<file path="src/design/coreParamsPkg.sv">
`default_nettype none

package coreParamsPkg;

    // Issue width and execution units behind each port
    localparam int NUM_PORTS = 2;
    localparam int NUM_XUS = 2;

    localparam int DATA_W = 32;

    // Sequence numbers wrap, compared by signed difference
    localparam int SQN_W = 6;

    // Tag MSB marks a sign-extended constant in the low bits
    localparam int TAG_W = 7;
    localparam int REG_AW = TAG_W - 1;
    localparam int NUM_REGS = 64;

    // Two source reads per port
    localparam int NUM_RF_READS = 2 * NUM_PORTS;

    // aluFwd, exOut and wb buses of every port
    localparam int NUM_FWD_SRCS = 3 * NUM_PORTS;

endpackage

`default_nettype wire

</file>
<file path="src/design/uopTypesPkg.sv">
`default_nettype none

package uopTypesPkg;

    typedef logic [coreParamsPkg::TAG_W-1:0] Tag_t;
    typedef logic [coreParamsPkg::DATA_W-1:0] Data_t;
    typedef logic [coreParamsPkg::SQN_W-1:0] SqN_t;
    typedef logic [coreParamsPkg::NUM_XUS-1:0] XuMask_t;

    // Enum value doubles as the bit index in enableXU
    typedef enum logic {
        FU_INT,
        FU_MUL
    } FuncUnit_t;

    typedef enum logic [3:0] {
        ADD,
        SUB,
        AND,
        OR,
        XOR,
        SLL,
        SRL,
        MUL,
        MULH
    } AluOp_t;

    typedef struct packed {
        Tag_t tagA;
        Tag_t tagB;
        Tag_t tagDst;
        Data_t imm;
        logic immB;
        AluOp_t opcode;
        FuncUnit_t fu;
        SqN_t sqN;
    } IssueUop_t;

    typedef struct packed {
        Data_t srcA;
        Data_t srcB;
        Tag_t tagDst;
        AluOp_t opcode;
        SqN_t sqN;
    } ExUop_t;

    // True when a is younger than b, wraparound safe
    function automatic logic isYounger(SqN_t a, SqN_t b);
        SqN_t diff;
        diff = a - b;
        return $signed(diff) > 0;
    endfunction

endpackage

`default_nettype wire

</file>
<file path="src/design/backendIfs.sv">
`default_nettype none

// Micro-op handed from operand fetch to execute
interface exUopIf;
    logic valid;
    uopTypesPkg::XuMask_t enableXU;
    uopTypesPkg::ExUop_t uop;
    logic stall;

    modport source (
        output valid,
        output enableXU,
        output uop,
        input stall
    );

    modport sink (
        input valid,
        input enableXU,
        input uop,
        output stall
    );
endinterface

// Result bus, valid for a single cycle per result
interface resultIf;
    logic valid;
    uopTypesPkg::Tag_t tag;
    uopTypesPkg::Data_t result;
    uopTypesPkg::SqN_t sqN;

    modport source (output valid, output tag, output result, output sqN);
    modport sink (input valid, input tag, input result, input sqN);
endinterface

`default_nettype wire

</file>
<file path="src/design/execUnit.sv">
`default_nettype none

module execUnit (
    input logic clk,
    input logic rst,
    exUopIf.sink exUop,
    input logic flush,
    input uopTypesPkg::SqN_t flushSqN,
    resultIf.source aluFwd,
    resultIf.source exOut
);

    logic isAlu;
    logic isMul;
    logic aluGo;
    logic mulGo;
    logic mulLive;
    uopTypesPkg::Data_t aluResult;
    logic signed [2*coreParamsPkg::DATA_W-1:0] product;

    // Multiplier stage 1
    logic mulValid;
    uopTypesPkg::Data_t mulResult;
    uopTypesPkg::Tag_t mulTag;
    uopTypesPkg::SqN_t mulSqN;

    logic exValid;
    uopTypesPkg::Tag_t exTag;
    uopTypesPkg::Data_t exResult;
    uopTypesPkg::SqN_t exSqN;

    assign isAlu = exUop.valid && exUop.enableXU[uopTypesPkg::FU_INT];
    assign isMul = exUop.valid && exUop.enableXU[uopTypesPkg::FU_MUL];

    // ALU op and stage-1 product would both hit exOut next edge
    assign exUop.stall = mulValid && isAlu;

    assign aluGo = isAlu && !exUop.stall
        && !(flush && uopTypesPkg::isYounger(exUop.uop.sqN, flushSqN));
    assign mulGo = isMul && !(flush && uopTypesPkg::isYounger(exUop.uop.sqN, flushSqN));
    assign mulLive = mulValid && !(flush && uopTypesPkg::isYounger(mulSqN, flushSqN));

    always_comb begin
        case (exUop.uop.opcode)
            uopTypesPkg::ADD: aluResult = exUop.uop.srcA + exUop.uop.srcB;
            uopTypesPkg::SUB: aluResult = exUop.uop.srcA - exUop.uop.srcB;
            uopTypesPkg::AND: aluResult = exUop.uop.srcA & exUop.uop.srcB;
            uopTypesPkg::OR: aluResult = exUop.uop.srcA | exUop.uop.srcB;
            uopTypesPkg::XOR: aluResult = exUop.uop.srcA ^ exUop.uop.srcB;
            uopTypesPkg::SLL: aluResult = exUop.uop.srcA << exUop.uop.srcB[4:0];
            uopTypesPkg::SRL: aluResult = exUop.uop.srcA >> exUop.uop.srcB[4:0];
            default: aluResult = '0;
        endcase
    end

    // Signed product, MULH keeps the upper half
    assign product = $signed(exUop.uop.srcA) * $signed(exUop.uop.srcB);

    always_ff @(posedge clk) begin
        if (rst) begin
            mulValid <= 1'b0;
            exValid <= 1'b0;
        end else begin
            mulValid <= mulGo;
            exValid <= mulLive || aluGo;
        end
    end

    always_ff @(posedge clk) begin
        if (isMul) begin
            if (exUop.uop.opcode == uopTypesPkg::MULH) begin
                mulResult <= product[2*coreParamsPkg::DATA_W-1:coreParamsPkg::DATA_W];
            end else begin
                mulResult <= product[coreParamsPkg::DATA_W-1:0];
            end
            mulTag <= exUop.uop.tagDst;
            mulSqN <= exUop.uop.sqN;
        end
    end

    always_ff @(posedge clk) begin
        if (mulValid) begin
            exTag <= mulTag;
            exResult <= mulResult;
            exSqN <= mulSqN;
        end else begin
            exTag <= exUop.uop.tagDst;
            exResult <= aluResult;
            exSqN <= exUop.uop.sqN;
        end
    end

    // Forward whatever lands on exOut at the next edge
    assign aluFwd.valid = mulValid || isAlu;
    assign aluFwd.tag = mulValid ? mulTag : exUop.uop.tagDst;
    assign aluFwd.result = mulValid ? mulResult : aluResult;
    assign aluFwd.sqN = mulValid ? mulSqN : exUop.uop.sqN;

    assign exOut.valid = exValid;
    assign exOut.tag = exTag;
    assign exOut.result = exResult;
    assign exOut.sqN = exSqN;

endmodule

`default_nettype wire

</file>
<file path="src/flat_wrapper.sv">
// flat-port wrapper written by rule: the top's interface ports become plain ports
module execUnit_flat 
  (clk, rst, flush, flushSqN, exUop_valid, exUop_enableXU, exUop_uop, exUop_stall, aluFwd_valid, aluFwd_tag, aluFwd_result, aluFwd_sqN, exOut_valid, exOut_tag, exOut_result, exOut_sqN);
  exUopIf exUop_i ();
  resultIf aluFwd_i ();
  resultIf exOut_i ();
  input logic clk;
  input logic rst;
  input logic flush;
  input uopTypesPkg::SqN_t flushSqN;
  input wire logic [$bits(exUop_i.valid)-1:0] exUop_valid;
  input wire logic [$bits(exUop_i.enableXU)-1:0] exUop_enableXU;
  input wire logic [$bits(exUop_i.uop)-1:0] exUop_uop;
  output wire logic [$bits(exUop_i.stall)-1:0] exUop_stall;
  output wire logic [$bits(aluFwd_i.valid)-1:0] aluFwd_valid;
  output wire logic [$bits(aluFwd_i.tag)-1:0] aluFwd_tag;
  output wire logic [$bits(aluFwd_i.result)-1:0] aluFwd_result;
  output wire logic [$bits(aluFwd_i.sqN)-1:0] aluFwd_sqN;
  output wire logic [$bits(exOut_i.valid)-1:0] exOut_valid;
  output wire logic [$bits(exOut_i.tag)-1:0] exOut_tag;
  output wire logic [$bits(exOut_i.result)-1:0] exOut_result;
  output wire logic [$bits(exOut_i.sqN)-1:0] exOut_sqN;
  assign exUop_i.valid = exUop_valid;
  assign exUop_i.enableXU = exUop_enableXU;
  assign exUop_i.uop = exUop_uop;
  assign exUop_stall = exUop_i.stall;
  assign aluFwd_valid = aluFwd_i.valid;
  assign aluFwd_tag = aluFwd_i.tag;
  assign aluFwd_result = aluFwd_i.result;
  assign aluFwd_sqN = aluFwd_i.sqN;
  assign exOut_valid = exOut_i.valid;
  assign exOut_tag = exOut_i.tag;
  assign exOut_result = exOut_i.result;
  assign exOut_sqN = exOut_i.sqN;
  execUnit u_core (.clk(clk), .rst(rst), .exUop(exUop_i), .flush(flush), .flushSqN(flushSqN), .aluFwd(aluFwd_i), .exOut(exOut_i));
endmodule
</file>
<file path="config.mk">
export PLATFORM = sky130hd
export DESIGN_NAME = execUnit_flat
export DESIGN_NICKNAME = d
export VERILOG_FILES = /design/src/design/coreParamsPkg.sv /design/src/design/uopTypesPkg.sv /design/src/design/backendIfs.sv /design/src/design/execUnit.sv /design/src/flat_wrapper.sv
export SDC_FILE = /design/constraint.sdc
export NUM_CORES = 2
export LEC_CHECK = 0
export BUFFER_PORTS_ARGS = -buffer_cell sky130_fd_sc_hd__buf_2
export CORE_ASPECT_RATIO = 1.4
export CORE_UTILIZATION = 45
export DETAILED_ROUTE_END_ITERATION = 8
export PLACE_DENSITY = 0.58
export SLEW_MARGIN = 20
export SYNTH_ARGS = -nofsm -noshare
export SYNTH_HDL_FRONTEND = slang
export SYNTH_SLANG_ARGS = --single-unit
</file>
<file path="constraint.sdc">
create_clock -name clk -period 25.4 [get_ports clk]
set_input_delay 7.62 -clock clk [delete_from_list [all_inputs] [get_ports clk]]
set_output_delay 7.62 -clock clk [all_outputs]
set_load 0.01 [all_outputs]
</file>
# == Yosys cells after proc, flatten, opt, wreduce, memory -nomap -nowiden ==
# Index checks and enable logic that the tools add are counted.
# Widths: inputs -> output; s select.
# totals
register_bits,92
input_bits,93
out_inout_bits,93
word_cells,47
# op_classes
addsub,4
mul,1
magnitude_cmp,2
eq_ne,7
shift,2
muxes,5
bitwise_logic,3
n_reduce_logical,15
# ops
operator,count
$pmux 32 s7,1
$mul 32x32->64,1
$mux 32,2
$add 32x32->32,1
$and 32x32->32,1
$or 32x32->32,1
$shl 32x5->32,1
$shr 32x5->32,1
$sub 32x32->32,1
$xor 32x32->32,1
$eq 4x3->1 const B,3
$gt 6x1->1 const B,2
$sub 6x6->6,2
$logic_and 1x1->1,9
$eq 4x2->1 const B,2
$mux 7,1
$mux 6,1
$eq 4x1->1 const B,1
$eq 4x4->1 const B,1
$logic_not 4->1,1
$logic_not 1->1,3
$logic_or 1x1->1,2

# == Depth between registers and ports, before layout ==
# depth
ltp_word,6
mapped_depth,33

# == Least setup slack after synthesis ==
# OpenSTA, ideal clock, no wires.
# synth_path
kind,input port to output port
startpoint,input port exUop_uop[18]
endpoint,output port aluFwd_result[26]
arrival_ns,12.381
required_ns,17.780
path_slack_ns,5.399
stages,21
path_buffers,5
path_cell_list,clkbuf_1 inv_1 buf_2 buf_2 clkbuf_1 clkbuf_1 ha_1 nand2_1 nor4_1 a31oi_1 xnor2_1 ha_1 and2_1 a221o_1 a21o_1 a31oi_4 o211ai_2 and3_4 or3_1 xor2_1 a221o_1
# synth_via
elab_chain_len,3
# synth_rtl
item,line,rtl
from (decl),flat_wrapper.sv:13,input wire logic [$bits(exUop_i.uop)-1:0] exUop_uop;
"$sub 32x32->32, or another cell as far along",execUnit.sv:46,uopTypesPkg::SUB: aluResult = exUop.uop.srcA - exUop.uop.srcB;
$pmux 32 s7 *,execUnit.sv:44,case (exUop.uop.opcode)
$mux 32 *,execUnit.sv:96,assign aluFwd.result = mulValid ? mulResult : aluResult;
to (decl),flat_wrapper.sv:17,output wire logic [$bits(aluFwd_i.result)-1:0] aluFwd_result;
# Mark *: on every way between the ends. The rest lies on a longest branch, timed or not.

# == Final worst setup path ==
# layout_path
startpoint,input port exUop_uop[18]
endpoint,output port aluFwd_result[27]
# Same word-level chain as after synthesis.

==> metrics.md <==
| Metric | Value |
|---|---|
| Run status | finished, final reports clean |
| Critical path origin | exUop_uop[18] |
| Worst reg-to-reg setup slack | approximately 23 ns |
| Critical Path Sink Type | output pin |
| Full die area | 101300 µm² |
| Remaining antenna violation count | 0 |
| Worst rel slew slack | 0.2625 |
| Clock period minus worst slack | 21.05 ns |
| Dominant register cell in the synthesized netlist | sky130_fd_sc_hd__dfxtp_1 |
| Post-synth EDFFs | 45 |
| Worst-path maximum fanout | 44 |
| Worst Skew | 0.02422 ns |
| RSZ-0062 raised after global routing | no |
| Via density | ~5.9 |
| Post-Synthesis Net Count | 6600 |
| Clock Tree Root | sky130_fd_sc_hd__clkbuf_16 |
| Final weighted congestion in routability-driven placement | 1.024 |
| CTS clk-pin slew, worst paths | 0.07 ns |
| Chip height | 376.2 µm |
| R2R depth | 5 |
| Largest net degree at the start of global routing | 92 |
| Count of cells resized by post-cts repair | 0 |
| Global-route usage over all layers | 0.3750 |
| Routed wire length | 186.1 mm |
| Post-synthesis instance area | 45000 µm² |
| Slew Limit Fails | 0 |
| Flop and latch count out of synthesis | 92 |
| Aggregate negative setup slack | 0 ns |
| Worst flop-to-flop path startpoint | u_core.mulValid |
| Clock tree from TritonCTS | built |
| Net total in the final layout | 6613 |
| Initial DRC count | 3460 |
| DP HPWL | 143.7 mm |
| Iteration count of the initial detailed-routing pass | 6 |
| Setup-failing EPs final | 0 |
| Horizontal die dimension | approximately 270 µm |
| Gate Count Post-Synth | 5130 |
| Growth of design area from synthesis to finish | 5.756% |
| Core Box Area | 98690 µm² |
| Maximum operating frequency | between 40 and 50 MHz |
| Count of yosys warnings during synthesis | 0 |
| Asr flop ratio synth | 0 |
| DR DRC count | 0 |
| Startpoint class of the critical path | input pin |
| Share of post-route cells with drive strength above 1 | 0.07498 |
| # Post-CTS Setup Buffers | 0 |
| Final Cell Area | 47590 µm² |
| Mean routed wirelength per cell | just under 30 µm |
| Type of the tightest min-delay check | reg2reg |
| Average cell area after synthesis | 8.771 µm² |
| Crit path to | aluFwd_result[27] |
| Io pins | 186 |
| Crit path arrival time | 13.43 ns |
| Data required time at the worst endpoint | 17.78 ns |
| Endpoints failing hold | 0 |
| Global-route wire length before repair | 272.8 mm |
| Max cap viols | 0 |
| Sequential-to-total area share from yosys stat | 0.05094 |
| Sum of overflow across all layers after global routing | 0 |
| Fin crit share | 0.8287 |
| Num CTS Buffers | 9 |
| Count of different cell masters after synthesis | 92 |
| Row count | 136 |
| Cell area reported after detailed placement | roughly 47000 µm² |
| Hold-fix buffers, CTS | 0 |
| Clock latency at the later pin of the worst-skew pair | between 0.3 and 0.4 ns |
| Initial core utilization | 0.4559 |
| Worst reg2reg endpoint | u_core.exOut.result[31] |
| Number of sinks handled by clock tree synthesis | ~90 |
| Via count of the first global-routing pass | 40320 |
| Buffers from clock root to sink, at most | 2 |
| Category of the critical setup timing path | in2out |
| Maximum level of the CTS H-tree | 3 |
| Number of buffers inserted by port buffering | 185 |
| Pin slew with the least headroom to its limit | 1.105 ns |
| Final cell utilization of the core | 0.4822 |
| Count of vias placed by the detailed router | 37880 |
| Antenna violations before repair | 8 |
-- sequential cells by signal, indices dropped and copies added (netlist names) --
register and flops:
u_core.mulTag 7, u_core.mulResult 32, u_core.exOut.result 32, u_core.exOut.sqN 6
u_core.mulSqN 6, u_core.mulValid 1, u_core.exOut.valid 1, u_core.exOut.tag 7
-- critical path, stage by stage --
cell	delay, ns
sky130_fd_sc_hd__buf_2	0.61
sky130_fd_sc_hd__clkinv_2	0.94
sky130_fd_sc_hd__ha_1	0.53
sky130_fd_sc_hd__nand2_1	0.17
sky130_fd_sc_hd__nor4_1	0.08
sky130_fd_sc_hd__buf_4	0.21
sky130_fd_sc_hd__a31oi_1	0.21
sky130_fd_sc_hd__xnor2_1	0.10
sky130_fd_sc_hd__ha_1	0.34
sky130_fd_sc_hd__and2_1	0.21
sky130_fd_sc_hd__a221o_1	0.34
sky130_fd_sc_hd__a311oi_1	0.43
sky130_fd_sc_hd__a31oi_1	0.30
sky130_fd_sc_hd__o21ai_1	0.32
sky130_fd_sc_hd__nand2_1	0.11
sky130_fd_sc_hd__o21ai_1	0.28
sky130_fd_sc_hd__a21oi_1	0.11
sky130_fd_sc_hd__a221o_1	0.35
sky130_fd_sc_hd__buf_2	0.14
-- cell usage in the layout (no fill, tap or decap), types with 30 or more instances in the layout --
cell / Yosys / final
sky130_fd_sc_hd__a21o_1: 60 / 60
sky130_fd_sc_hd__a21oi_1: 168 / 168
sky130_fd_sc_hd__a22oi_1: 32 / 32
sky130_fd_sc_hd__buf_2: 7 / 185
sky130_fd_sc_hd__buf_4: 0 / 105
sky130_fd_sc_hd__dfxtp_1: 47 / 46
sky130_fd_sc_hd__edfxtp_1: 45 / 45
sky130_fd_sc_hd__fa_1: 1085 / 1084
sky130_fd_sc_hd__ha_1: 292 / 292
sky130_fd_sc_hd__inv_1: 1013 / 1011
sky130_fd_sc_hd__mux2i_1: 80 / 80
sky130_fd_sc_hd__nand2_1: 606 / 606
sky130_fd_sc_hd__nand3_1: 30 / 30
sky130_fd_sc_hd__nor2_1: 657 / 656
sky130_fd_sc_hd__o21ai_0: 186 / 186
sky130_fd_sc_hd__xnor2_1: 90 / 90
sky130_fd_sc_hd__xor2_1: 42 / 42
-- how the worst min path moves through the flow --
stage | from | to | slack [ns] | cells past startpoint
2_1_floorplan | u_core.mulTag[0] | u_core.exOut.tag[0] | 0.51 | 1
3_5_place_dp | u_core.mulTag[5] | u_core.exOut.tag[5] | 0.47 | 1
4_1_cts | u_core.mulTag[5] | u_core.exOut.tag[5] | 0.49 | 1
5_1_grt | u_core.mulTag[5] | u_core.exOut.tag[5] | 0.51 | 1
3_3_place_gp | u_core.mulResult[10] | u_core.exOut.result[10] | 0.47 | 2
6_report | u_core.mulTag[5] | u_core.exOut.tag[5] | 0.49 | 1
-- through the flow --
stage                     instances  hold slack [ns]  setup WS (ns)
after CTS                      6459           0.4931          4.482
after global routing           6461           0.5086          4.087
final                          6461           0.4889          4.352
after detailed placement       6443           0.4746          4.500
after floorplan                5130           0.5063          5.399
after global placement         6443           0.4681          4.536
-- metal layers --
metal / up-vias / part of all wire / track usage
met3: 579 / 0.082 / 0.06244
met5: - / 0.00093 / 0.01196
met2: 1926 / 0.47 / 0.6175
met1: 19700 / 0.36 / 0.4490
li1: 15670 / - / -
met4: 2 / 0.086 / 0.2581
-- Yosys cell counts, types with 17 or more instances --
library cell | count | share of area
sky130_fd_sc_hd__dfxtp_1 | 47 | 0.021
sky130_fd_sc_hd__nand2_1 | 606 | 0.051
sky130_fd_sc_hd__fa_1 | 1085 | 0.48
sky130_fd_sc_hd__a31oi_1 | 20 | 0.0028
sky130_fd_sc_hd__nand3_1 | 30 | 0.0033
sky130_fd_sc_hd__ha_1 | 292 | 0.081
sky130_fd_sc_hd__xor2_1 | 42 | 0.0082
sky130_fd_sc_hd__mux2i_1 | 80 | 0.018
sky130_fd_sc_hd__edfxtp_1 | 45 | 0.030
sky130_fd_sc_hd__a211oi_1 | 21 | 0.0035
sky130_fd_sc_hd__nand2b_1 | 29 | 0.0040
sky130_fd_sc_hd__buf_1 | 79 | 0.0066
sky130_fd_sc_hd__a21oi_1 | 168 | 0.019
sky130_fd_sc_hd__clkinv_1 | 23 | 0.0019
sky130_fd_sc_hd__a22oi_1 | 32 | 0.0053
sky130_fd_sc_hd__a221oi_1 | 17 | 0.0033
sky130_fd_sc_hd__a21o_1 | 60 | 0.010
sky130_fd_sc_hd__clkbuf_1 | 199 | 0.017
sky130_fd_sc_hd__nor3_1 | 18 | 0.0020
sky130_fd_sc_hd__inv_1 | 1013 | 0.085
sky130_fd_sc_hd__o21ai_0 | 186 | 0.021
sky130_fd_sc_hd__xnor2_1 | 90 | 0.018
sky130_fd_sc_hd__nor2_1 | 657 | 0.055
sky130_fd_sc_hd__mux2_2 | 20 | 0.0050
-- cells by family after synthesis --
logic type / after synthesis / share of synthesized area
AND/OR/NAND/NOR: 1443 / 0.1313
flip-flops: 92 / 0.05094
AO/OA/AOI/OAI: 652 / 0.09198
buffers and inverters: 1330 / 0.1114
multiplexers: 104 / 0.02480
adder cells (fa/ha/maj): 1377 / 0.5639
XOR/XNOR: 132 / 0.02569
-- final cells by class --
cell class              instances  area, µm²
flip-flops and latches         92       2293
clock inverters                 7      62.56
repair buffers                290       1714
clock buffers                   9      225.2
diodes                          2      5.005
fillers                      9747      51110
multi-input cells            3708      37730
well taps                    1311       1640
inverters                    1042       3913
Power is not shown: default switching activity piles up to over one toggle a cycle in this logic, so the estimate is an artifact.
